`config.mk`:
```
export PLATFORM = sky130hd
export DESIGN_NAME = poolUnit
export DESIGN_NICKNAME = d
export VERILOG_FILES = /design/src/design/accelPkg.sv /design/src/design/addrCounter.sv /design/src/design/poolUnit.sv
export SDC_FILE = /design/constraint.sdc
export NUM_CORES = 1
export LEC_CHECK = 0
export BUFFER_PORTS_ARGS = -buffer_cell sky130_fd_sc_hd__buf_2
export CAP_MARGIN = 5
export CELL_PAD_IN_SITES_DETAIL_PLACEMENT = 1
export CELL_PAD_IN_SITES_GLOBAL_PLACEMENT = 1
export CORE_MARGIN = 8
export CORE_UTILIZATION = 41
export CTS_BUF_LIST = sky130_fd_sc_hd__clkbuf_2 sky130_fd_sc_hd__clkbuf_4 sky130_fd_sc_hd__clkbuf_8
export DETAILED_ROUTE_END_ITERATION = 6
export PLACE_DENSITY_LB_ADDON = 0.2
export RECOVER_POWER = 100
export SYNTH_ARGS = -nofsm -noshare
export SYNTH_HDL_FRONTEND = slang
export SYNTH_SLANG_ARGS = --single-unit
```
`constraint.sdc`:
```
create_clock -name clk -period 2.52 [get_ports clk]
set_input_delay 0.63 -clock clk [delete_from_list [all_inputs] [get_ports clk]]
set_output_delay 0.63 -clock clk [all_outputs]
set_load 0.01 [all_outputs]
```
`src/design/accelPkg.sv`:
```
// Pooling engine shared types
package accelPkg;

    // ======================================================================
    // Activation lanes and words
    // ======================================================================

    // One unsigned activation lane
    parameter int ACT_WIDTH = 8;

    // Lanes per pad word
    parameter int LANES = 4;

    parameter int WORD_WIDTH = ACT_WIDTH * LANES;

    typedef logic [ACT_WIDTH-1:0] act_t;

    // Pad word, buffer word and result word share this layout
    typedef act_t [LANES-1:0] datWord_t;

    // ======================================================================
    // Header word layout
    // ======================================================================

    // Pool size K sits in the low bits of the header, 0 acts as 1
    parameter int POOL_K_WIDTH = 4;
    parameter int POOL_K_LSB = 0;

    typedef logic [POOL_K_WIDTH-1:0] poolK_t;

    // ======================================================================
    // Controller states
    // ======================================================================

    typedef enum logic [1:0] {
        IDLE,
        LOAD,
        POOL,
        DRAIN
    } seqState_t;

endpackage

```
`src/design/addrCounter.sv`:
```
// Clearable counter with limit compare
module addrCounter #(
    parameter int CNT_WIDTH = 6
) (
    input  logic                 clk,
    input  logic                 rst,
    input  logic                 clear,
    input  logic                 step,
    input  logic [CNT_WIDTH-1:0] limit,
    output logic [CNT_WIDTH-1:0] count,
    output logic                 atLimit
);

    // ======================================================================
    // Count register
    // ======================================================================

    // Clear wins over step
    always_ff @(posedge clk) begin
        if (rst) begin
            count <= '0;
        end else if (clear) begin
            count <= '0;
        end else if (step) begin
            count <= count + 1'b1;
        end
    end

    // ======================================================================
    // Limit compare
    // ======================================================================

    // Parents end groups and packets on this flag
    assign atLimit = (count == limit);

endmodule

```
`src/design/poolUnit.sv`:
```
// Lane-wise max pooling unit
module poolUnit
    import accelPkg::*;
(
    input  logic     clk,
    input  logic     rst,

    // Words from the buffer
    input  logic     rdValid,
    input  datWord_t rdDat,
    input  logic     rdLast,
    input  poolK_t   poolK,

    // Results toward the output stage
    output logic     resVld,
    output datWord_t resDat,
    output logic     resLast,
    input  logic     resRdy
);

    datWord_t acc;
    datWord_t maxDat;
    datWord_t merged;
    poolK_t   grpCount;
    poolK_t   grpLimit;
    logic     grpAtLimit;
    logic     take;
    logic     closeGroup;

    // Everything holds while the output stage is full
    assign take       = rdValid && resRdy;
    assign closeGroup = grpAtLimit || rdLast;
    assign grpLimit   = poolK - 1'b1;

    addrCounter #(
        .CNT_WIDTH ( POOL_K_WIDTH )
    ) groupCount (
        .clk     ( clk                 ),
        .rst     ( rst                 ),
        .clear   ( take && closeGroup  ),
        .step    ( take                ),
        .limit   ( grpLimit            ),
        .count   ( grpCount            ),
        .atLimit ( grpAtLimit          )
    );

    // ======================================================================
    // Max fold
    // ======================================================================

    always_comb begin
        for (int i = 0; i < LANES; i++) begin
            maxDat[i] = (acc[i] > rdDat[i]) ? acc[i] : rdDat[i];
        end
    end

    // First word of a group restarts the accumulator
    assign merged = (grpCount == '0) ? rdDat : maxDat;

    always_ff @(posedge clk) begin
        if (take) begin
            acc <= merged;
        end
    end

    // ======================================================================
    // Result register
    // ======================================================================

    always_ff @(posedge clk) begin
        if (rst) begin
            resVld <= 1'b0;
        end else if (resRdy) begin
            resVld <= rdValid && closeGroup;
        end
    end

    always_ff @(posedge clk) begin
        if (take && closeGroup) begin
            resDat  <= merged;
            resLast <= rdLast;
        end
    end

endmodule

```
Word level (Yosys, flattened, before mapping)
Cells that the tools add are included.

cells by class
  add/subtract/negate cells = 2
  multiply operators = 0
  divide/modulo/power cells = 0
  magnitude comparators = 4
  eq/ne operators = 1
  shifts and indexed selects = 0
  multiplexer cells = 5
  bitwise gates (word level) = 0
  reductions and logical operators = 6

operator list
  kind                                                                 number
  8-bit > comparator                                                   4
  32-bit 2-to-1 mux                                                    1
  8-bit 2-to-1 mux                                                     4
  4-bit by 1-bit adder with 4-bit output (second input constant)       1
  4-bit == test                                                        1
  4-bit zero test                                                      1
  4-bit by 1-bit subtractor with 4-bit output (second input constant)  1
  1-bit logical AND                                                    3
  2-bit OR reduction                                                   1
  1-bit logical OR                                                     1

storage, ports and cells
  register bits = 70
  latch bits = 0
  RAM bits = 0
  ROM bits = 0
  input port bits = 41
  output and inout bits = 34
  logic and storage cells = 29
  memories kept = 0

Logic depth before layout (Yosys ltp)
Gate-level depths: netlist (run 1).

  depth in word-level cells = 5
  depth in mapped cells = 7
  depth with buffers taken out = 7

Modules after synthesis
Synthesis (run 1) repeated with hierarchy kept, for this count alone.

second synthesis, totals
  cells, all modules = 249
  area total of the unflattened synthesis = 3485.8 µm²

by module, submodules not included
  module       instances  cells each  area each (µm²)  seq. area each (µm²)
  poolUnit     1          227         3266.9           1971.9
  addrCounter  1          22          219.0            80.1

Least setup slack after synthesis (run 1)
No wires, ideal clock.

  path kind = input -> register
  from = in rdValid
  to = reg resDat[0] in the netlist's numbering, enable pin
  library setup time = 0.406 ns
  arrival time = 2.245 ns
  data required time = 2.114 ns
  path slack = -0.132 ns
  stages = 4
  buffers on the path = 0
  cells stage by stage = nand2_1 clkinv_1 o21ai_0 inv_1

between the ends
  longest elaborated chain between the ends = 2

RTL lines
  what                  line              text
  start, declared       poolUnit.sv:9     input logic rdValid,
  1-bit logical AND     poolUnit.sv:31    assign take = rdValid && resRdy;
  via groupCount.step   addrCounter.sv:8  input logic step,
  1-bit logical AND     -
  via groupCount.clear  addrCounter.sv:7  input logic clear,
  end signal, assigned  poolUnit.sv:80    resDat <= merged;
  end, declared         poolUnit.sv:16    output datWord_t resDat,

The timed path passes the listed nets, and every way through them passes these cells.
A chain may end at the register's enable or synchronous reset.

==> results of run 1 <==
## routing by layer
layer  up-vias  global-route usage (%)  routed length [um]
met5         -                       0                   0
met4         0                    6.74                 120
met3        10                    3.31                 449
met2        54                    22.9                3650
met1      1093                    15.1                3090
li1       1113                       -                   -
## kinds of logic after synthesis
kind of cell	Yosys count	synth area share [%]
buffers and inverters	38	4.04
adder cells (fa/ha/maj)	35	12.4
AND/OR/NAND/NOR	37	5.10
XOR/XNOR	9	2.23
multiplexers	32	10.2
AO/OA/AOI/OAI	29	7.97
flip-flops	70	58.1
## per-stage QoR
stage / power (uW) / cells / hold slack, ns / instance area, um^2
finish: 2780 / 462 / 0.444 / 4330
global route: 2910 / 462 / 0.426 / 4330
CTS: 2830 / 462 / 0.427 / 4400
detailed placement: 1720 / 446 / 0.480 / 4160
global placement: 1710 / 446 / 0.459 / 4160
floorplan: 1590 / 250 / 0.487 / 3530
## synthesized netlist by cell type (2+ instances only)
cell / instances / area, um^2
inv_1: 37 / 139
o21ai_0: 5 / 25.0
ha_1: 35 / 438
nand4_1: 9 / 56.3
xnor2_1: 5 / 43.8
edfxtp_1: 65 / 1950
nand2_1: 5 / 18.8
a211oi_1: 3 / 22.5
mux2_2: 32 / 360
nor2_1: 15 / 56.3
o211ai_2: 4 / 50.1
a21oi_1: 7 / 35.0
dfxtp_1: 5 / 100
nor2b_1: 4 / 25.0
a21oi_2: 4 / 35.0
xor2_1: 4 / 35.0
nor3_1: 2 / 10.0
o31ai_4: 4 / 85.1
## worst paths after layout
check / startpoint / endpoint / slack [ns] / cells after the start
max: groupCount.count[0]$_SDFFE_PP0P_ / resDat[7]$_DFFE_PP_ / 0.20 / 7
max reg2reg: groupCount.count[0]$_SDFFE_PP0P_ / resDat[7]$_DFFE_PP_ / 0.20 / 7
min: rst / resVld$_SDFFE_PP0P_ / 0.44 / 2
min reg2reg: resVld$_SDFFE_PP0P_ / resVld$_SDFFE_PP0P_ / 0.51 / 2
## power groups by stage
stage / combinational, uW / clock, uW / sequential, uW
after floorplan: 202 / 0 / 1390
after global placement: 334 / 0 / 1380
after detailed placement: 344 / 0 / 1380
after CTS: 346 / 1130 / 1350
after global routing: 369 / 1180 / 1360
final: 324 / 1100 / 1350
## cell type report
type | count | share of cell area, %
tap | 108 | 3.12
sequential | 70 | 47.3
clock inverter | 7 | 2.83
multi-input combinational | 142 | 30.9
inverter | 38 | 3.32
timing repair buffer | 88 | 9.64
clock buffer | 9 | 2.86
## sequential cells by signal, indices dropped and copies added, names as in the netlist
signal,flops
acc,32
groupCount.count,4
resDat,32
resLast,1
resVld,1
==> results.md, run 1 <==
* Status: finished, final reports clean
* CP bufs+invs at 2
* Via density at around 4.9
* Final wirelength at 7300 um
* Setup violations, final at 0
* CTS max path bufs at 2
* Asr flop ratio synth at 0%
* Crit path max fanout at 5
* Slew Limit Fails at 0
* NetSw at 639 uW
* CTS root buf: clkbuf_8
* Synth warn at 0
* Sequential share of power at between 40% and 50%
* Final period util at 91.9%
* Final worst slack at 0.205 ns
* Most common cell after layout, fill and taps aside: edfxtp_1
* Startpoint class of the critical path: flip-flop
* Seq cells post-synth at 70
* Final Critical Period at 2.32 ns
* Family with the most delay on the worst path: simple AND/OR/NAND/NOR gates
* Die area at 11800 um^2
* Fraction of layout cells with a size suffix above 1 at 28.0%
* Util after Layout at 50.7%
* Final Hold Vio Count at 0
* Initial antenna violation count at 0
* Core outline area at around 8600 um^2
* Post-synth EDFFs at 65
* Clk Latency, worst-skew pair at roughly 0.34 ns
* Starting DRT DRC Count at 67
* Largest net degree at the start of global routing at 29
* Filler Cells Inserted at 922
* CTS H-tree depth at 3
* Syn_area_per_cell at 14.1 um^2
* CTS tree: done
* Port Buffer Count at 74
* Post-Syn Area at 3530 um^2
* Sequential fraction of the synthesis area at around 58%
* Sink Count at 70
* Critical path's largest stage delay at 0.71 ns
* GP Congestion at ~0.7
* Post-DR wirelength/cell at between 15 and 20 um
* Unrepaired setup endpoints after global routing: no
* Commonest register cell after synthesis: edfxtp_1
* First-pass GRT wire length at 12100 um
* Total CTS buffers at 9
* Initial Util at 41.3%
* Element type at the critical path end: flip-flop
* Power Density at 641 nW/um^2
* Comb pwr share at 11.7%
* Clk network pwr share at between 30% and 40%
* Pre-CTS setup slack at 0.0740 ns
* First-pass detailed-route iteration total at 6
* Total gr overflow at 0
* Slew headroom at 16.3%
* Reg clk slew, reported paths at 0.08 ns
* ANT cells at 0
* Mapped Cells at 250
* Cell-internal power at 2140 uW
* Total Neg Setup Slack at 0 ns
* Switching part of the total power at 23.0%
* Commonest cells after routing, fill and taps aside: edfxtp_1 (65), clkbuf_1 (40), inv_1 (37), buf_2 (37), ha_1 (35)
* Vias in the first global route at ~2600
* Max Freq at 432 MHz
* Area Growth Syn to Fin at 22.7%
* Post-CTS Setup Bufs at 0
* Worst hold-check path type: in2reg
* Worst endpoint data arrival time at ~2.4 ns
* Max-cap viol count at 0
* Std cell rows at 34
* Net count after synthesis at roughly 330
* Leak Pwr at 0.00173 uW
* Final #Nets at 425
* Seq. cell area at 2050 um^2
* Netlist cell types at 23
* DR vias at 2270
* Global-route total usage across every layer at 13.3%
* I/O pin total at 75
* Crit-path slowest cell: nor3b_1
* Crit path cell chain: inv_1 -> ha_1 -> nor3b_1 -> nor2_1 -> o31ai_4 -> buf_4 -> mux2_1
* Worst Path Required at between 2 and 3 ns
* Dpl hpwl at around 5600 um
* WS Path Type: reg2reg
* Multi-input gate area at 1340 um^2
* Die Wd at 109 um
* Hold_buf cts at 0
* Post-cts resize count at 0
* Die Y at 109 um
* Post-Route Skew at 0.00872 ns
* Slew @ Worst Pin at 1.26 ns
* DRC at 0
* ANT nets after route at 0
* IR drop worst, VDD at 0.269 mV
(Power assumes the default switching activity.)
==> inputs of run 2 (changes only) <==
--- a/config.mk
+++ b/config.mk
@@ -17,4 +17,5 @@
 export RECOVER_POWER = 100
 export SYNTH_ARGS = -nofsm -noshare
 export SYNTH_HDL_FRONTEND = slang
+export SYNTH_HIERARCHICAL = 1
 export SYNTH_SLANG_ARGS = --single-unit
==> run 2 against run 1 <==
Worst hold slack better by 0.070 ns. Critical endpoint is now resDat[23]$_DFFE_PP_. Final cell count down 2.8%. Largest power group unchanged. Area after synthesis shrank 1.3%. Sequential share of layout area up 1.6 points. Clock-buffer cell count up 3. Sequential power about the same. Utilization rose by 0.39 points. Via count down 0.84%. Critical path depth is 1 higher. Non-clock buffer count decreased by 10. Design area decreased by 3.2%. First-iteration DRC count down 42%.
==> results.md, run 2 <==
* Worst endpoint data arrival time at 2.22 ns
* Final period util at 85.1%
* Reg clk slew, reported paths at 0.07 ns
* Max-cap viol count at 0
* Post-DR wirelength/cell at 16.3 um
* Final Hold Vio Count at 0
* Crit path max fanout at 8
* Port Buffer Count at between 70 and 80
* Final worst slack at ~0.37 ns
* Largest net degree at the start of global routing at 27
* Std cell rows at 33
* Post-CTS Setup Bufs at 0
* Post-cts resize count at 0
* Commonest register cell after synthesis: edfxtp_1
* Total Neg Setup Slack at 0 ns
* Mapped Cells at 249
* Worst Path Required at 2.59 ns
* Sink Count at 70
* Die Wd at 108 um
* Clk Latency, worst-skew pair at 0.33 ns
* Worst reg-to-reg path cell count at 6
* DRC at 0
* Initial antenna violation count at 0
* Die area at 11700 um^2
* Sequential fraction of the synthesis area at between 50% and 60%
* Most common cell after layout, fill and taps aside: edfxtp_1
* Setup violations, final at 0
* Netlist cell types at 28
* Via density at around 5
* I/O pin total at 75
* Area Growth Syn to Fin at 20.4%
* Area after DPL at about 4000 um^2
* Count leader, synth: edfxtp_1
* Regs by FF count: acc: 32 flops, resDat: 32 flops, groupCount/count: 4 flops
* GP Congestion at 0.713
* Pre-CTS setup slack at 0.153 ns
* WS Path Type: in2reg
* Total gr overflow at 0
* Core outline area at 8220 um^2
* DR vias at 2251
* Post-synth top area share at 56.0%
* Synth area leader: edfxtp_1
* Slew @ Worst Pin at 0.983 ns
* Non-filler cells, final at 449
* Slew Limit Fails at 0
* Unrepaired setup endpoints after global routing: no
* Max Freq at 466 MHz
* CTS H-tree depth at 3
* Worst hold-check path type: in2reg
* Final #Nets at approximately 410
* Final instance area at around 4200 um^2
* Post-Syn Area at 3490 um^2
* Hold_buf cts at 0
* Commonest cells after routing, fill and taps aside: edfxtp_1 (65), buf_2 (38), inv_1 (36), clkbuf_1 (36), ha_1 (34)
* Top post-synthesis cells by area: edfxtp_1 (56%), ha_1 (12%), mux2_2 (10%)
* Seq cells post-synth at 70
* Final Critical Period at 2.15 ns
* ANT nets after route at 0
* Initial Util at 42.4%
* Global-route total usage across every layer at 13.2%
* Fraction of layout cells with a size suffix above 1 at 23.6%
* CTS tree: done
* Post-synth EDFFs at 65
* Most frequent cells after synthesis: edfxtp_1 (65), inv_1 (36), ha_1 (34), mux2_2 (32), a21oi_1 (14)
* Power Density at roughly 660 nW/um^2
* Status: finished, final reports clean
* Post-Route Skew at 0.00826 ns
* Slew headroom at 34.5%
* First-pass GRT wire length at 11900 um
* Final wirelength at 7320 um
* First-pass detailed-route iteration total at 4
* Top sig layer: met4
* Startpoint class of the critical path: input pin
* Filler Cells Inserted at between 800 and 900
* Net count after synthesis at 324
* Leak Pwr at 0.00172 uW
* Placed Cells at 432
* Wire length on met3 at about 520 um
* IR drop worst, VDD at approximately 0.3 mV
* Element type at the critical path end: flip-flop
* Worst hold margin at approximately 0.51 ns
* Vias in the first global route at approximately 2500
* CTS max path bufs at 2
* Asr flop ratio synth at 0%
* Synth warn at 6
* Dpl hpwl at 5530 um
* Starting DRT DRC Count at 39
* CTS root buf: clkbuf_8
* DR WL met2 at 3500 um
* Die Y at 108 um
* Total CTS buffers at 9
* Syn_area_per_cell at 14.0 um^2
* Metal-1 WL at roughly 3100 um
* Worst Hold Depth at 2
-- run 2: changes by cell type in the layout (fill, tap and decap cells not counted), sizes merged, moves of 4 or more --
| cell | delta |
|---|---|
| nor2 | -12 |
| buf | -8 |
| a21oi | +7 |
| o21a | +5 |
| a211oi | -4 |
| nand3 | +4 |
| o31ai | -4 |
| xnor2 | -4 |
-- run 2: cells by family after synthesis --
logic type / share of synthesized area [%]
AO/OA/AOI/OAI: 5.81
multiplexers: 10.9
XOR/XNOR: 1.76
flip-flops: 58.9
adder cells (fa/ha/maj): 12.2
buffers and inverters: 3.88
AND/OR/NAND/NOR: 6.53
-- run 2: worst max-delay path, cell delays in order --
cell and delay [ns]:
buf_2 0.09, inv_1 0.04, ha_1 0.31, nand4_1 0.15
o21ai_0 0.25, a21oi_2 0.06, nand2_1 0.30, mux2_1 0.39
-- run 2: routing by layer --
layer | up-vias | track usage, %
met1 | 1081 | 15.2
met5 | - | 0
met4 | 0 | 5.75
met2 | 55 | 21.7
met3 | 14 | 4.70
li1 | 1101 | -
-- run 2: final cells by class --
type	count	area [um^2]	share of cell area, %
Clock inverter	4	93.8	2.24
Clock buffer	12	153	3.64
Sequential cell	70	2050	48.9
Inverter	36	135	3.22
Timing Repair Buffer	78	360	8.59
Antenna cell	1	2.50	0.0596
Tap cell	105	131	3.13
Multi-Input combinational cell	143	1270	30.2
-- run 2: path summary, 6_finish.rpt --
| path | slack (ns) | start | end |
|---|---|---|---|
| worst max-delay path | 0.37 | rdDat[23] | resDat[23]$_DFFE_PP_ |
| worst min-delay path | 0.51 | rst | resVld$_SDFFE_PP0P_ |
| worst max register to register | 0.38 | acc[7]$_DFFE_PP_ | acc[7]$_DFFE_PP_ |
| worst min register to register | 0.55 | resVld$_SDFFE_PP0P_ | resVld$_SDFFE_PP0P_ |
-- run 2: stage by stage --
stage	util (%)	power, uW
finish	51.1	2760
global route	51.0	2880
CTS	52.1	2820
detailed placement	49.1	1700
global placement	49.1	1690
floorplan	-	1580
-- run 2: where the power goes --
group | switching (uW) | internal, uW | total (uW)
Clock | 408 | 704 | 1110
Combinational | 163 | 130 | 294
Sequential | 21.3 | 1330 | 1350
==> inputs of run 3 (changes only) <==
--- a/config.mk
+++ b/config.mk
@@ -9,8 +9,7 @@
 export CAP_MARGIN = 5
 export CELL_PAD_IN_SITES_DETAIL_PLACEMENT = 1
 export CELL_PAD_IN_SITES_GLOBAL_PLACEMENT = 1
-export CORE_MARGIN = 8
-export CORE_UTILIZATION = 41
+export CORE_UTILIZATION = 40
 export CTS_BUF_LIST = sky130_fd_sc_hd__clkbuf_2 sky130_fd_sc_hd__clkbuf_4 sky130_fd_sc_hd__clkbuf_8
 export DETAILED_ROUTE_END_ITERATION = 6
 export PLACE_DENSITY_LB_ADDON = 0.2
==> run 3 against run 2 <==
Clock power shrank 33%. Non-clock buffer count grew 1. Flip-flop and latch count unchanged. Critical endpoint is now acc[3]$_DFFE_PP_. Worst hold slack got worse by 0.024 ns. Global-route usage is 3.3 points higher.
==> results.md, run 3 (synthesis gave the netlist of run 2 again) <==
* Status: finished, final reports clean
* Fraction of layout cells with a size suffix above 1 at 21.8%
* Final period util at 85.3%
* Total CTS buffers at 9
* Sink Count at 70
* Pre-CTS setup slack at between 0.15 and 0.2 ns
* First-pass detailed-route iteration total at 4
* First-pass GRT wire length at between 10000 and 15000 um
* Via density at 5.01
* Worst reg-to-reg path cell count at 6
* Post-cts resize count at 0
* IR drop worst, VDD at 0.298 mV
* Regs by FF count: acc: 32 flops, resDat: 32 flops, groupCount/count: 4 flops
* I/O pin total at 75
* Final Hold Vio Count at 0
* Worst endpoint data arrival time at roughly 2.2 ns
* Setup violations, final at 0
* CTS max path bufs at 2
* Capturing point of the worst reg2reg path: acc[3]$_DFFE_PP_
* Slew @ Worst Pin at 1.38 ns
* Unrepaired setup endpoints after global routing: no
* CTS tree: done
* Power Density at ~580 nW/um^2
* Worst Path Required at between 2 and 3 ns
* Area Growth Syn to Fin at 17.8%
* GP Congestion at 0.725
* Element type at the critical path end: flip-flop
* Most common cell after layout, fill and taps aside: edfxtp_1
* Max-cap viol count at 0
* Final Critical Period at 2.15 ns
* DRC at 0
* Crit path max fanout at 8
* Clk Latency, worst-skew pair at 0.34 ns
* Die Wd at 95.4 um
* Final wirelength at 6590 um
* Slew headroom at approximately 8.3%
* Worst Min Path Start: rst
* ANT cells at 0
* Slew Limit Fails at 0
* Initial Util at 41.8%
* Initial antenna violation count at 0
* Global-route total usage across every layer at ~16%
* Starting DRT DRC Count at 28
* Die Y at 95.4 um
* Final worst slack at about 0.37 ns
* RR Startpoint: acc[7]$_DFFE_PP_
* CTS root buf: clkbuf_8
* Post-DR wirelength/cell at 14.7 um
* Core outline area at 8340 um^2
* Hold_buf cts at 0
* Largest net degree at the start of global routing at 23
* DR vias at approximately 2200
* Worst Hold Depth at 2
* Std cell rows at 33
* Dpl hpwl at around 5000 um
* Startpoint class of the critical path: input pin
* ANT nets after route at 0
* R2R setup slack at 0.39 ns
* Vias in the first global route at 2365
* Reg clk slew, reported paths at 0.07 ns
* Total Neg Setup Slack at 0 ns
* CTS H-tree depth at 3
* WS Path Type: in2reg
* Tot Pwr at approximately 2400 uW
* Final #Nets at roughly 410
* Min-Delay Endpoint: resVld$_SDFFE_PP0P_
* Commonest cells after routing, fill and taps aside: edfxtp_1 (65), clkbuf_1 (39), buf_2 (37)
* Leak Pwr at ~0.0017 uW
* Max Freq at 465 MHz
* Post-CTS Setup Bufs at 0
* Worst hold-check path type: in2reg
* Post-Route Skew at 0.00542 ns
* Port Buffer Count at 74
* Die area at 9090 um^2
* Total gr overflow at 0
run 3: area by class of cell:
type,instances,area (um^2)
flip-flops and latches,70,2050
clock inverters,7,31.3
well taps,105,131
repair buffers,79,364
clock buffers,9,124
fillers,919,4230
inverters,36,135
multi-input cells,143,1270
run 3: through the flow:
step	std cells	hold WS [ns]	util [%]	cell area, um^2
floorplan	249	0.525	-	3490
global placement	433	0.469	48.4	4040
detailed placement	433	0.491	48.4	4040
CTS	449	0.481	50.3	4200
global route	449	0.493	49.2	4110
finish	449	0.490	49.2	4110
run 3: worst max path at each step:
stage                                 from                               end  depth (start not counted)  slack, ns
after detailed placement          rdDat[7]                  acc[3]$_DFFE_PP_                          8       0.18
after global routing      acc[7]$_DFFE_PP_               resDat[5]$_DFFE_PP_                          6       0.23
after global placement            poolK[1]               resDat[7]$_DFFE_PP_                          7       0.23
final                             rdDat[7]                  acc[3]$_DFFE_PP_                          8       0.37
after floorplan                   poolK[0]  groupCount/count[3]$_SDFFE_PP0P_                          8       0.07
after CTS                 acc[7]$_DFFE_PP_                  acc[3]$_DFFE_PP_                          6       0.55
run 3: critical path, cell delays in order:
cell     delay, ns
buf_2         0.09
inv_1         0.04
ha_1          0.31
nand4_1       0.15
o21ai_0       0.24
a21oi_2       0.05
nand2_1       0.32
mux2_1        0.40
run 3: metal layers:
layer	wire (um)	global-route usage, %	up-vias
met4	116	7.58	0
li1	-	-	1102
met2	3170	26.8	54
met1	2910	20.1	1084
met3	395	4.70	9
met5	0	0	-
run 3: where the power goes:
part	internal, uW	total, uW	switching, uW
clock network	338	745	407
registers	1330	1350	20.4
logic	131	292	161
