[config.mk]
export PLATFORM = sky130hd
export DESIGN_NAME = seqCtrl
export DESIGN_NICKNAME = d
export VERILOG_FILES = /design/src/design/accelPkg.sv /design/src/design/addrCounter.sv /design/src/design/seqCtrl.sv
export SDC_FILE = /design/constraint.sdc
export NUM_CORES = 1
export LEC_CHECK = 0
export BUFFER_PORTS_ARGS = -buffer_cell sky130_fd_sc_hd__buf_2
export CORE_ASPECT_RATIO = 2
export CORE_MARGIN = 4
export CORE_UTILIZATION = 39
export DETAILED_ROUTE_END_ITERATION = 10
export MAX_ROUTING_LAYER = met4
export PLACE_DENSITY = 0.78
export SYNTH_ARGS = -nofsm -noshare
export SYNTH_HDL_FRONTEND = slang
export SYNTH_HIERARCHICAL = 1
export SYNTH_SLANG_ARGS = --single-unit
[constraint.sdc]
create_clock -name clk -period 1.6 [get_ports clk]
set_input_delay 0.24 -clock clk [delete_from_list [all_inputs] [get_ports clk]]
set_output_delay 0.24 -clock clk [all_outputs]
set_load 0.01 [all_outputs]
[src/design/accelPkg.sv]
// Pooling engine shared types
package accelPkg;

    // ======================================================================
    // Activation lanes and words
    // ======================================================================

    // One unsigned activation lane
    parameter int ACT_WIDTH = 8;

    // Lanes per pad word
    parameter int LANES = 4;

    parameter int WORD_WIDTH = ACT_WIDTH * LANES;

    typedef logic [ACT_WIDTH-1:0] act_t;

    // Pad word, buffer word and result word share this layout
    typedef act_t [LANES-1:0] datWord_t;

    // ======================================================================
    // Header word layout
    // ======================================================================

    // Pool size K sits in the low bits of the header, 0 acts as 1
    parameter int POOL_K_WIDTH = 4;
    parameter int POOL_K_LSB = 0;

    typedef logic [POOL_K_WIDTH-1:0] poolK_t;

    // ======================================================================
    // Controller states
    // ======================================================================

    typedef enum logic [1:0] {
        IDLE,
        LOAD,
        POOL,
        DRAIN
    } seqState_t;

endpackage

[src/design/addrCounter.sv]
// Clearable counter with limit compare
module addrCounter #(
    parameter int CNT_WIDTH = 6
) (
    input  logic                 clk,
    input  logic                 rst,
    input  logic                 clear,
    input  logic                 step,
    input  logic [CNT_WIDTH-1:0] limit,
    output logic [CNT_WIDTH-1:0] count,
    output logic                 atLimit
);

    // ======================================================================
    // Count register
    // ======================================================================

    // Clear wins over step
    always_ff @(posedge clk) begin
        if (rst) begin
            count <= '0;
        end else if (clear) begin
            count <= '0;
        end else if (step) begin
            count <= count + 1'b1;
        end
    end

    // ======================================================================
    // Limit compare
    // ======================================================================

    // Parents end groups and packets on this flag
    assign atLimit = (count == limit);

endmodule

[src/design/seqCtrl.sv]
// Packet sequencing controller
module seqCtrl
    import accelPkg::*;
#(
    parameter  int DEPTH      = 64,
    localparam int ADDR_WIDTH = $clog2(DEPTH)
) (
    input  logic                  clk,
    input  logic                  rst,

    // Inbound packet from the pad
    input  datWord_t              inDat,
    input  logic                  inVld,
    input  logic                  inLast,
    output logic                  inRdy,

    // Buffer ports
    output logic                  bufWrEn,
    output logic [ADDR_WIDTH-1:0] bufWrAddr,
    output datWord_t              bufWrDat,
    output logic                  bufRdEn,
    output logic [ADDR_WIDTH-1:0] bufRdAddr,

    // Pooling side, aligned to buffer read data
    output logic                  rdValid,
    output logic                  rdLast,
    output poolK_t                poolK,
    input  logic                  resRdy,
    input  logic                  outDone,

    output logic                  datOe
);

    seqState_t             state;
    logic [ADDR_WIDTH-1:0] wrAddr;
    logic [ADDR_WIDTH-1:0] rdAddr;
    logic [ADDR_WIDTH-1:0] lastAddr;
    logic                  wrFull;
    logic                  rdAtEnd;
    logic                  hdrTake;
    logic                  wrTake;
    logic                  pktEnd;
    logic                  readIssue;
    logic [WORD_WIDTH-1:0] hdrBits;
    poolK_t                kField;

    // ======================================================================
    // Inbound handshake and header decode
    // ======================================================================

    assign inRdy     = (state == IDLE) || (state == LOAD);
    assign hdrTake   = (state == IDLE) && inVld;
    assign wrTake    = (state == LOAD) && inVld;
    // A full buffer also closes the packet
    assign pktEnd    = wrTake && (inLast || wrFull);
    // Reads advance only when the pooling pipe can move
    assign readIssue = (state == POOL) && resRdy;

    assign hdrBits = inDat;
    assign kField  = hdrBits[POOL_K_LSB +: POOL_K_WIDTH];

    assign bufWrEn   = wrTake;
    assign bufWrAddr = wrAddr;
    assign bufWrDat  = inDat;
    assign bufRdEn   = readIssue;
    assign bufRdAddr = rdAddr;

    addrCounter #(
        .CNT_WIDTH ( ADDR_WIDTH )
    ) wrCount (
        .clk     ( clk                       ),
        .rst     ( rst                       ),
        .clear   ( state == IDLE             ),
        .step    ( wrTake                    ),
        .limit   ( ADDR_WIDTH'(DEPTH - 1)    ),
        .count   ( wrAddr                    ),
        .atLimit ( wrFull                    )
    );

    addrCounter #(
        .CNT_WIDTH ( ADDR_WIDTH )
    ) rdCount (
        .clk     ( clk           ),
        .rst     ( rst           ),
        .clear   ( state != POOL ),
        .step    ( readIssue     ),
        .limit   ( lastAddr      ),
        .count   ( rdAddr        ),
        .atLimit ( rdAtEnd       )
    );

    // ======================================================================
    // State machine
    // ======================================================================

    always_ff @(posedge clk) begin
        if (rst) begin
            state    <= IDLE;
            datOe    <= 1'b0;
            poolK    <= poolK_t'(1);
            lastAddr <= '0;
        end else begin
            case (state)
                IDLE: begin
                    if (hdrTake) begin
                        poolK <= (kField == '0) ? poolK_t'(1) : kField;
                        state <= LOAD;
                    end
                end
                LOAD: begin
                    if (pktEnd) begin
                        lastAddr <= wrAddr;
                        state    <= POOL;
                        // Bus turns around for the results
                        datOe    <= 1'b1;
                    end
                end
                POOL: begin
                    if (readIssue && rdAtEnd) begin
                        state <= DRAIN;
                    end
                end
                DRAIN: begin
                    if (outDone) begin
                        state <= IDLE;
                        datOe <= 1'b0;
                    end
                end
                default: state <= IDLE;
            endcase
        end
    end

    // Read tags follow the buffer latency, frozen during a stall
    always_ff @(posedge clk) begin
        if (rst) begin
            rdValid <= 1'b0;
            rdLast  <= 1'b0;
        end else if (resRdy) begin
            rdValid <= readIssue;
            rdLast  <= readIssue && rdAtEnd;
        end
    end

endmodule

* Yosys cells after proc, flatten, opt, wreduce, memory -nomap -nowiden
Cells that the tools add are included.
Storage, ports and cells: register bits 27, bits in latches 0, bits in writable memories 0, bits in read-only memories 0, output and inout port bits 54, memories kept 0
Cells by class: add/subtract/negate cells 2, multipliers 0, divide/modulo/power cells 0, $lt $le $gt $ge 0, equal/unequal tests 10, shift-type cells 0, multiplexer cells 9, bitwise operators 0, reduce and logical (&&, ||, !) cells 16
Operator list (count):
- $add A6 B1 Y6 const B | 2
- $mux W2 | 4
- $ne A2 B2 Y1 const B | 4
- $pmux W2 S4 | 1
- $eq A6 B6 Y1 | 1
- $eq A6 B6 Y1 const B | 1
- $logic_and A1 B1 Y1 | 5
- $eq A2 B2 Y1 const B | 2
- $logic_not A4 Y1 | 1
- $mux W4 | 1
- $reduce_and A2 Y1 | 2
- $reduce_and A4 Y1 | 1
- $reduce_or A2 Y1 | 2
- $reduce_and A3 Y1 | 1
- $eq A2 B1 Y1 const B | 1
- $logic_not A2 Y1 | 1
- $logic_or A1 B1 Y1 | 2
- $mux W1 | 2
- $ne A2 B1 Y1 const B | 1
- $pmux W1 S2 | 1
- $reduce_bool A2 Y1 | 1

* Logic depth before layout (Yosys ltp)
Gate-level depths: netlist of the first run.
depth after elaboration 5, gate-level depth with buffers 6

* By module
The synthesis of the first run kept the hierarchy.
Modules (own cells, without submodules):
- seqCtrl | instances 1, cells each 110, area an instance 965.9 µm², sequential area each 300.3 µm²
- addrCounter | instances 2, cells each 34, area an instance 312.8 µm², sequential area each 120.1 µm²

* Worst setup path before layout of the first run
Ideal clock, no wire load.
path kind reg-to-reg, start point register wrCount.count[0], end point register state[0], data arrival time 1711 ps, slack -183 ps, stages on the path, launching flop included 7, path buffers 0, period minus slack after synthesis 1783 ps, cells stage by stage dfxtp_1 -> xnor2_1 -> nand4_1 -> nor3_1 -> o21ai_2 -> a2111oi_4 -> mux2i_1
Between the ends: word-level cells in the longest chain between the ends 5
RTL lines:
- start, declared | RTL line addrCounter.sv:10 | output logic [CNT_WIDTH-1:0] count,
- start signal, assigned | RTL line addrCounter.sv:25 | count <= count + 1'b1;
- $eq A6 B6 Y1 | RTL line addrCounter.sv:34 | assign atLimit = (count == limit);
- via wrFull | RTL line seqCtrl.sv:38 | logic wrFull;
- $logic_or A1 B1 Y1 | RTL line seqCtrl.sv:55 | assign pktEnd = wrTake && (inLast || wrFull);
- $logic_and A1 B1 Y1 | RTL line seqCtrl.sv:55
- $ne A2 B2 Y1 (no line)
- $reduce_and A4 Y1 (no line)
- end signal, assigned | RTL line seqCtrl.sv:98 | state <= IDLE;
- end signal, assigned | RTL line seqCtrl.sv:107 | state <= LOAD;
- end signal, assigned | RTL line seqCtrl.sv:113 | state <= POOL;
- end, declared | RTL line seqCtrl.sv:34 | seqState_t state;
The timed path passes the listed nets, and every way through them passes these cells. A chain may end at the register's enable or synchronous reset.

* Worst setup path after layout of the first run
start point register state[0], end point output port inRdy
Between the ends: word-level cells in the longest chain between the ends 2, elaborated cells on any way between the ends 3, classes of those cells 1 x eq/ne; 2 x reduce/logical
RTL lines:
- $eq A2 B1 Y1 / $logic_not A2 Y1 (equally long branches) | RTL line seqCtrl.sv:51 | assign inRdy = (state == IDLE) || (state == LOAD);
- $logic_or A1 B1 Y1 (*) | RTL line seqCtrl.sv:51
- end, declared | RTL line seqCtrl.sv:15 | output logic inRdy,
Every way passes the cells marked *; elsewhere a longest branch is shown, timed or not.

==> summary.md, run 1 <==
| Metric | Value |
|---|---|
| Status | `complete, but fails checks` |
| Failing checks | `setup timing` |
| Post-route DRC | `0` |
| Share of the yosys chip area belonging to registers | `0.3396` |
| Worst hold path class | `in2reg` |
| Crit start category | `flop` |
| Clk slew on worst S/H paths | `90 ps` |
| Overflow after GRT | `0` |
| Clock Latency Late Sink | `280 ps` |
| Setup slack, reg-to-reg | `20 ps` |
| FF+latch count, synth | `27` |
| Non-Filler Instances | `254` |
| Final Hold Viols | `0` |
| Crit Path Category | `reg2out` |
| Die area | `5229 um^2` |
| Routability cong. | `0.7793` |
| Mean area per synthesized cell | `8.941 um^2` |
| DP Wirelength | `2602 um` |
| Final Cycle Share | `1.031` |
| Top FF cell, synth | `dfxtp_1` |
| CTS buffer count | `3` |
| Final ANT Viol Nets | `0` |
| Power Density | `1022 nW/um^2` |
| Total wire length | `3346 um` |
| Area grow syn2layout | `14.86%` |
| FP Rows | `32` |
| CTS HTree Levels | `1` |
| DR WL/cell | `13.17 um` |
| First-pass GRT wire length | `5451 um` |
| Share of the synthesized area in the top cell type | `0.3396` |
| Yosys warnings | `6` |
| N_diodes | `0` |
| Chip width | `53.17 um` |
| Die Y | `98.34 um` |
| Starting density of the core | `0.4098` |
| Fmax | `606.0 MHz` |
| Vias/cell | `4.760` |
| Initial antenna violation count | `0` |
| Synth area leaders | `dfxtp_1 34%, buf_4 16%, mux2i_1 6.3%, ha_1 5.5%, xnor2_1 5.5%` |
| Synth unique cells | `29` |
| CTS tree | `yes` |
| Max transition margin | `0.6645` |
| Gr usage total | `0.1425` |
| EDFF count, synth | `0` |
| Sink Count | `27` |
| Required @ worst endpoint | `1360 ps` |
| Crit Path Max Fanout | `4` |
| Post-synth top area cell | `dfxtp_1` |
| # port buffers | `35` |
| Clock skew | `4.540 ps` |
| Pleak | `0.8659 nW` |
| Clock Root Buffer | `clkbuf_8` |
| Critical path capture point type | `primary output` |
| WP data arrival | `1410 ps` |
| DR iter-0 viols | `9` |
| Worst VDD drop | `0.4627 mV` |
| NumNets Final | `249` |
| Most frequent cell after synthesis | `buf_4` |
| Via count | `1209` |
| Largest net degree at the start of global routing | `20` |
| Ys async rst share | `0` |
| Min Tclk post-route | `1650 ps` |
| Placed Cells | `248` |
| Drt pass-1 iters | `4` |
| Core Util, Final | `0.4707` |
| CTS Buffer Depth | `2` |
| Mapped Cells | `178` |
| Unrepaired setup endpoints after global routing | `yes` |
| Fraction of layout cells with a size suffix above 1 | `0.3941` |
| Cell area after synthesis | `1592 um^2` |
| Post-synth top cells | `33 x buf_4, 27 x dfxtp_1, 17 x nor2_1, 11 x nand2_1` |
| Vias in the first global route | `1228` |
| Finish-stage setup viols | `1` |
| Core region area | `3884 um^2` |
| Worst-margin pin slew | `501.8 ps` |
| Setup WS post-layout | `-50.21 ps` |
| Fillers | `387` |
| Slowest-stage cell, CP | `dfxtp_2` |
| CP Cell Sequence | `inv_1 -> ha_2 -> or2_2 -> buf_2` |
| CP max stage delay | `390 ps` |
| Max-Cap Viols | `0` |
| Slew Viols, Final | `0` |
| IO Pins | `92` |
==> per-layer routing <==
layer / vias up / share of wire / track usage
met5: - / 0 / -
met4: 0 / 0.037 / 0.1122
met3: 15 / 0.059 / 0.01221
met2: 41 / 0.58 / 0.2462
met1: 556 / 0.32 / 0.1353
li1: 597 / - / -
==> stage by stage <==
| step | total power (W) | cell area, um^2 | hold WS (ps) | setup WS (ps) | TNS (ps) |
|---|---|---|---|---|---|
| finish | 0.001869 | 1828 | 222.6 | -50.21 | -50.21 |
| global route | 0.002005 | 1828 | 233.4 | -119.6 | -341.9 |
| CTS | 0.001842 | 1784 | 218.6 | -24.51 | -54.00 |
| detailed placement | 0.001422 | 1715 | 444.6 | -11.86 | -13.18 |
| global placement | 0.001411 | 1715 | 444.1 | 33.74 | 0 |
| floorplan | 0.001288 | 1623 | 309.1 | 2.251 | 0 |
==> worst max-delay path: cells and delay by family, from the launching register on <==
| family | cells | cell delay [ps] |
|---|---|---|
| and+or+nand+nor | 1 | 270 |
| DFF | 1 | 390 |
| adders and majority gates | 1 | 230 |
| buffers and inverters | 2 | 250 |
==> repair_timing <==
action                                 CTS  global route
pin swaps                                5             4
hold buffers                             0             0
setup endpoints to repair                5            13
endpoints found under the hold margin    0             0
buffers inserted                         1             1
gates resized for setup                  5             7
==> area by class of cell <==
| class | count | area (um^2) | area share |
|---|---|---|---|
| multi-input combinational | 115 | 848.3 | 0.4641 |
| sequential | 27 | 548.0 | 0.2998 |
| timing repair buffer | 52 | 302.8 | 0.1656 |
| tap | 51 | 63.81 | 0.03491 |
| clock buffer | 3 | 41.29 | 0.02259 |
| inverter | 5 | 18.77 | 0.01027 |
| clock inverter | 1 | 5.005 | 0.002738 |
==> worst paths after layout <==
check	from	end	depth (start not counted)
max	state[0]	inRdy	4
min	inDat[2]	poolK[2]	3
max reg2reg	wrCount/count[4]	state[0]	6
min reg2reg	poolK[2]	poolK[2]	2
==> cell families (layout without fill, tap and decap cells) <==
logic type | after synthesis | count (layout) | synth area share
mux | 10 | 10 | 0.06290
other cells | 1 | 6 | 0.002356
xor+xnor | 20 | 20 | 0.1101
compound gates | 19 | 19 | 0.08884
simple gates | 53 | 53 | 0.1667
flops | 27 | 27 | 0.3396
fa+ha+maj | 7 | 7 | 0.05503
buf+inv | 41 | 61 | 0.1745
==> report_power, final <==
group | total [W] | internal, W | leakage (nW) | switching [W]
Sequential | 0.000771 | 0.000731 | 0.221 | 0.0000400
Clock | 0.000393 | 0.000175 | 0.0255 | 0.000218
Combinational | 0.000705 | 0.000340 | 0.619 | 0.000366
Total | 0.00187 | 0.00125 | 0.866 | 0.000624
==> state kept, by name, summed over array words and instances (netlist names) <==
signal,cells
lastAddr,6
poolK,4
rdLast,1
state,2
datOe,1
wrCount/count,6
rdCount/count,6
rdValid,1
==> layout by cell type (no fill, tap or decap), drive strengths merged, types with 2 or more instances in the layout <==
cell / instances
or3: 2
or2: 3
nand2: 11
nor2b: 2
nand2b: 3
clkbuf: 3
xor2: 10
buf: 52
conb: 6
dfxtp: 27
a21oi: 9
nand3: 3
o21ai: 3
o21bai: 2
nand4: 6
nor3: 4
inv: 5
mux2i: 10
and2: 2
xnor2: 10
nor2: 17
ha: 7
Power figures use the tool's default switching activity.
==> inputs of run 2 (changes only) <==
==> constraint.sdc (replaced) <==
create_clock -name clk -period 1.4 [get_ports clk]
set_input_delay 0.21 -clock clk [delete_from_list [all_inputs] [get_ports clk]]
set_output_delay 0.21 -clock clk [all_outputs]
set_load 0.01 [all_outputs]
==> run 2 against run 1 <==
The flow still finishes with violations (setup timing). Power increased by 35%. Clock-buffer cell count increased by 1. Clock skew decreased by 2.8 ps. Setup slack got worse by 160 ps. Critical path type is now reg2reg. Largest power group is now combinational logic.
==> summary.md, run 2 (same netlist as run 1, synthesis figures left out) <==
| Metric | Value |
|---|---|
| Via count | `1269` |
| Power Density | `1194 nW/um^2` |
| DR WL/cell | `13.14 um` |
| R2r startpoint | `wrCount/count[4]` |
| Overflow after GRT | `0` |
| Setup WS post-layout | `-209.3 ps` |
| Die area | `5229 um^2` |
| Routability cong. | `0.7778` |
| Most frequent cells in the layout | `32 x buf_2, 25 x buf_4, 17 x nor2_1, 15 x dfxtp_1, 11 x buf_6` |
| Routing usage on met2 | `0.2672` |
| Worst hold path class | `in2reg` |
| Min Tclk post-route | `1609 ps` |
| Hold path cells | `3` |
| Sink Count | `27` |
| Placed Cells | `255` |
| Commonest non-fill, non-tap cell in the layout | `buf_2` |
| Gr usage total | `0.1453` |
| Pleak | `0.9965 nW` |
| Final Cycle Share | `1.149` |
| WP data arrival | `1810 ps` |
| Psw | `0.0008365 W` |
| Crit Path Max Fanout | `2` |
| Worst r2r path cells | `6` |
| Total wire length | `3547 um` |
| Tot Pwr | `0.002525 W` |
| Slowest-stage cell, CP | `a2111oi_4` |
| Fillers | `344` |
| N_diodes | `0` |
| Final ANT Viol Nets | `0` |
| CTS Buffer Depth | `2` |
| # port buffers | `35` |
| Sequential share of power | `0.351` |
| Area grow syn2layout | `32.94%` |
| Clock skew | `1.765 ps` |
| Clock Root Buffer | `clkbuf_8` |
| DR iter-0 viols | `14` |
| Core region area | `3884 um^2` |
| CTS tree | `yes` |
| Vias/cell | `4.700` |
| Status | `complete, but fails checks` |
| Required @ worst endpoint | `1600 ps` |
| CP Cell Sequence | `xnor2_2 -> nand4_1 -> nor3_2 -> o21ai_2 -> a2111oi_4 -> mux2i_1` |
| Critical path capture point type | `flop` |
| Crit Path Category | `reg2reg` |
| Hold_sp | `inDat[1]` |
| Int Power | `0.001689 W` |
| Non-Filler Instances | `270` |
| First-pass GRT wire length | `5492 um` |
| Final Hold Viols | `0` |
| Largest net degree at the start of global routing | `20` |
| Starting density of the core | `0.4098` |
| Setup slack, reg-to-reg | `-210 ps` |
| Slew Viols, Final | `0` |
| Finish-stage setup viols | `15` |
| Hold EP | `poolK[1]` |
| Post-route DRC | `0` |
| Largest regs | `lastAddr: 6 flops, rdCount/count: 6 flops, wrCount/count: 6 flops` |
| CTS buffer count | `3` |
| Part of the power in combinational logic | `0.474` |
| IO Pins | `92` |
| Busiest grt layer | `met2` |
| Clock power frac | `0.176` |
| Max-Cap Viols | `0` |
| DP Wirelength | `2568 um` |
| Met1 Track Usage GR | `0.1310` |
| R2r endpoint | `state[1]` |
| CP max stage delay | `400 ps` |
| Chip width | `53.17 um` |
| Routing usage on met3 | `0.01527` |
| Clock Latency Late Sink | `270 ps` |
| Vias in the first global route | `1255` |
| Crit start category | `flop` |
| Switching part of the total power | `0.3312` |
| Die Y | `98.34 um` |
| Hold Buf Count CTS | `0` |
| Unrepaired setup endpoints after global routing | `yes` |
| Worst VDD drop | `0.5393 mV` |
| Fmax | `621.4 MHz` |
| CTS HTree Levels | `1` |
| Hold WS | `196.9 ps` |
| Failing checks | `setup timing` |
| Initial antenna violation count | `0` |
| Drt pass-1 iters | `4` |
| NumNets Final | `265` |
| FP Rows | `32` |
| Clk slew on worst S/H paths | `90 ps` |
| Fraction of layout cells with a size suffix above 1 | `0.5023` |
## run 2: per-layer routing
layer  vias to the layer above  wire length [um]
met2                        21              2055
met1                       612              1233
met3                         9               158
met5                         -                 0
met4                         0                99
li1                        627                 -
## run 2: how the worst max path moves through the flow
stage,from,to,cells after the start
final,wrCount/count[4],state[1],6
after global routing,wrCount/count[4],state[0],6
after global placement,wrCount/count[4],lastAddr[5],7
after CTS,state[0],inRdy,5
after floorplan,wrCount/count[5],state[0],5
after detailed placement,wrCount/count[4],lastAddr[3],7
## run 2: timing repair
item / CTS / global route
buffers inserted: 7 / 4
cloned: 0 / 0
resized for setup: 18 / 12
endpoints found under the setup margin: 14 / 22
pin swaps: 8 / 4
## run 2: per-stage QoR
step / setup TNS [ps] / instance area [um^2] / utilization / setup WS, ps
after floorplan: 0 / 1700 / - / 6.764
after global placement: -1563 / 1846 / 0.4752 / -194.0
after detailed placement: -1797 / 1846 / 0.4752 / -218.4
after CTS: -1644 / 2034 / 0.5238 / -201.9
after global routing: -2883 / 2116 / 0.5448 / -337.2
final: -1669 / 2116 / 0.5448 / -209.3
## run 2: power groups by stage
stage	clock network, W	registers (W)	logic (W)
finish	0.000444	0.000885	0.00120
global route	0.000483	0.000892	0.00129
CTS	0.000456	0.000880	0.00110
detailed placement	0	0.000887	0.000859
global placement	0	0.000885	0.000840
floorplan	0	0.000917	0.000622
## run 2: layout make-up
class	count	area [um^2]	share of cell area
inverter	5	26.28	0.01242
timing repair buffer	68	471.7	0.2229
clock buffer	4	45.04	0.02129
tap	51	63.81	0.03016
sequential	27	573.1	0.2708
multi-input combinational	115	935.9	0.4423
## run 2: critical path, delay by kind of cell, from the launching register on
kind | cells | cell delay, ps
AO/OA/AOI/OAI | 2 | 500
flip-flops | 1 | 360
AND/OR/NAND/NOR | 2 | 360
multiplexers | 1 | 220
XOR/XNOR | 1 | 100
==> inputs of run 3 (changes only) <==
--- a/config.mk
+++ b/config.mk
@@ -10,9 +10,11 @@
 export CORE_MARGIN = 4
 export CORE_UTILIZATION = 39
 export DETAILED_ROUTE_END_ITERATION = 10
+export GPL_TIMING_DRIVEN = 1
 export MAX_ROUTING_LAYER = met4
 export PLACE_DENSITY = 0.78
 export SYNTH_ARGS = -nofsm -noshare
 export SYNTH_HDL_FRONTEND = slang
 export SYNTH_HIERARCHICAL = 1
 export SYNTH_SLANG_ARGS = --single-unit
+export TNS_END_PERCENT = 20
==> run 3 against run 2 <==
The run still ends with setup timing left. Die area unchanged. Clock-buffer cell count unchanged. First-iteration DRC count up 21%. Clock power about the same. Flip-flop and latch count unchanged. Utilization down 3.3 points. Sequential share of layout area up 1.9 points. Critical path type is now reg2out. Critical endpoint is now inRdy.
==> summary.md, run 3 (same netlist as run 1, synthesis figures left out) <==
| Metric | Value |
|---|---|
| Chip width | `53.17 um` |
| Most frequent cells in the layout | `32 x buf_2, 19 x buf_4, 17 x nor2_1, 15 x dfxtp_1, 11 x nand2_1` |
| DP Wirelength | `2659 um` |
| Routability cong. | `0.7717` |
| Clock skew | `2.224 ps` |
| CP most frequent cell | `buf_6` |
| CTS HTree Levels | `1` |
| Power Density | `1172 nW/um^2` |
| CP Launch Point | `state[1]` |
| # port buffers | `35` |
| Hold Buf Count CTS | `0` |
| Critical path capture point type | `primary output` |
| Final Cycle Share | `1.138` |
| Core region area | `3884 um^2` |
| Required @ worst endpoint | `1190 ps` |
| CP Cell Sequence | `inv_2 -> ha_4 -> buf_6 -> or2_2 -> buf_6` |
| Total wire length | `3463 um` |
| Vias in the first global route | `1264` |
| Largest regs | `lastAddr: 6 flops, rdCount/count: 6 flops, wrCount/count: 6 flops` |
| DR WL/cell | `13.27 um` |
| Clock Root Buffer | `clkbuf_8` |
| Fmax | `627.9 MHz` |
| Post-route DRC | `0` |
| Unrepaired setup endpoints after global routing | `yes` |
| Worst Path Buf+Inv | `3` |
| Vias/cell | `4.808` |
| Final Hold Viols | `0` |
| Clock power frac | `0.191` |
| CTS tree | `yes` |
| Clock Latency Late Sink | `280 ps` |
| DR iter-0 viols | `17` |
| Non-Filler Instances | `261` |
| WP data arrival | `1380 ps` |
| FP Rows | `32` |
| Switching part of the total power | `0.3341` |
| Failing checks | `setup timing` |
| Min Tclk post-route | `1593 ps` |
| Largest net degree at the start of global routing | `20` |
| Slew Viols, Final | `0` |
| CP max stage delay | `360 ps` |
| Status | `complete, but fails checks` |
| CTS Buffer Depth | `2` |
| NumNets Final | `256` |
| Psw | `0.0007784 W` |
| Core Util, Final | `0.5119` |
| Sink Count | `27` |
| Die Y | `98.34 um` |
| Slowest-stage cell, CP | `dfxtp_4` |
| Starting density of the core | `0.4098` |
| CTS buffer count | `3` |
| Placed Cells | `253` |
| Die area | `5229 um^2` |
| Sequential share of power | `0.377` |
| Clk slew on worst S/H paths | `90 ps` |
| Drt pass-1 iters | `4` |
| N_diodes | `0` |
| Final ANT Viol Nets | `0` |
| Crit start category | `flop` |
| Overflow after GRT | `0` |
| Part of the power in combinational logic | `0.433` |
| IO Pins | `92` |
| Commonest non-fill, non-tap cell in the layout | `buf_2` |
| Hold_sp | `inDat[2]` |
| Crit Path Max Fanout | `7` |
| Gr usage total | `0.1449` |
| First-pass GRT wire length | `5540 um` |
| Via count | `1255` |
| Worst VDD drop | `0.5763 mV` |
| Area grow syn2layout | `24.92%` |
| Max-Cap Viols | `0` |
| Fraction of layout cells with a size suffix above 1 | `0.4571` |
| Int Power | `0.001551 W` |
| Worst hold path class | `in2reg` |
| Tot Pwr | `0.002330 W` |
| Setup WS post-layout | `-192.7 ps` |
| Crit-path leading delay family | `flip-flops` |
| Finish-stage setup viols | `14` |
| Initial antenna violation count | `0` |
| Crit Path Category | `reg2out` |
| Pleak | `0.9199 nW` |
| R2r startpoint | `wrCount/count[0]` |
==> run 3: cell count changes in the layout (fill, tap and decap cells not counted), sizes merged <==
cell | before | now
buf | 68 | 59
==> run 3: power groups by stage <==
stage	Clock [W]	Sequential, W	Combinational, W
5_1_grt	0.000487	0.000886	0.00110
4_1_cts	0.000457	0.000874	0.000971
3_5_place_dp	0	0.000907	0.000801
3_3_place_gp	0	0.000904	0.000776
6_report	0.000445	0.000878	0.00101
2_1_floorplan	0	0.000918	0.000618
==> run 3: final timing paths <==
path / endpoint / slack [ps] / cells past startpoint
worst max register to register: state[1] / -180 / 6
worst min-delay path: poolK[2] / 200 / 3
worst max-delay path: inRdy / -190 / 5
worst min register to register: poolK[2] / 460 / 2
==> run 3: metal layers <==
| metal | routed length, um | global-route usage | up-vias | share of wire |
|---|---|---|---|---|
| li1 | - | - | 615 | - |
| met1 | 1137 | 0.1380 | 604 | 0.33 |
| met2 | 2020 | 0.2586 | 25 | 0.58 |
| met3 | 171 | 0.01679 | 11 | 0.049 |
| met4 | 135 | 0.09055 | 0 | 0.039 |
| met5 | 0 | - | - | 0 |
==> run 3: what timing repair did <==
| item | in CTS | in global routing |
|---|---|---|
| gates resized for setup | 10 | 8 |
| setup endpoints to repair | 14 | 14 |
| pin swaps | 3 | 0 |
| buffers inserted | 3 | 1 |
==> run 3: stage by stage <==
stage	cell area (um^2)	hold WS [ps]	setup slack (ps)	setup TNS (ps)
after global placement	1822	420.1	-207.8	-1633
final	1988	199.3	-192.7	-1517
after detailed placement	1822	420.1	-224.9	-1809
after floorplan	1692	279.1	-18.64	-22.01
after CTS	1943	200.1	-191.7	-1581
after global routing	1988	202.7	-314.5	-2488
==> run 3: layout make-up <==
class	instances	area [um^2]
Tap cell	51	63.81
Timing Repair Buffer	59	392.9
Sequential cell	27	575.6
Multi-Input combinational cell	115	889.6
Inverter	5	21.27
Clock buffer	4	45.04
Fill cell	378	1896
==> run 3: worst min-delay path, stage by stage <==
cell and delay (ps):
buf_2 110, nand3_1 60, a21oi_1 50
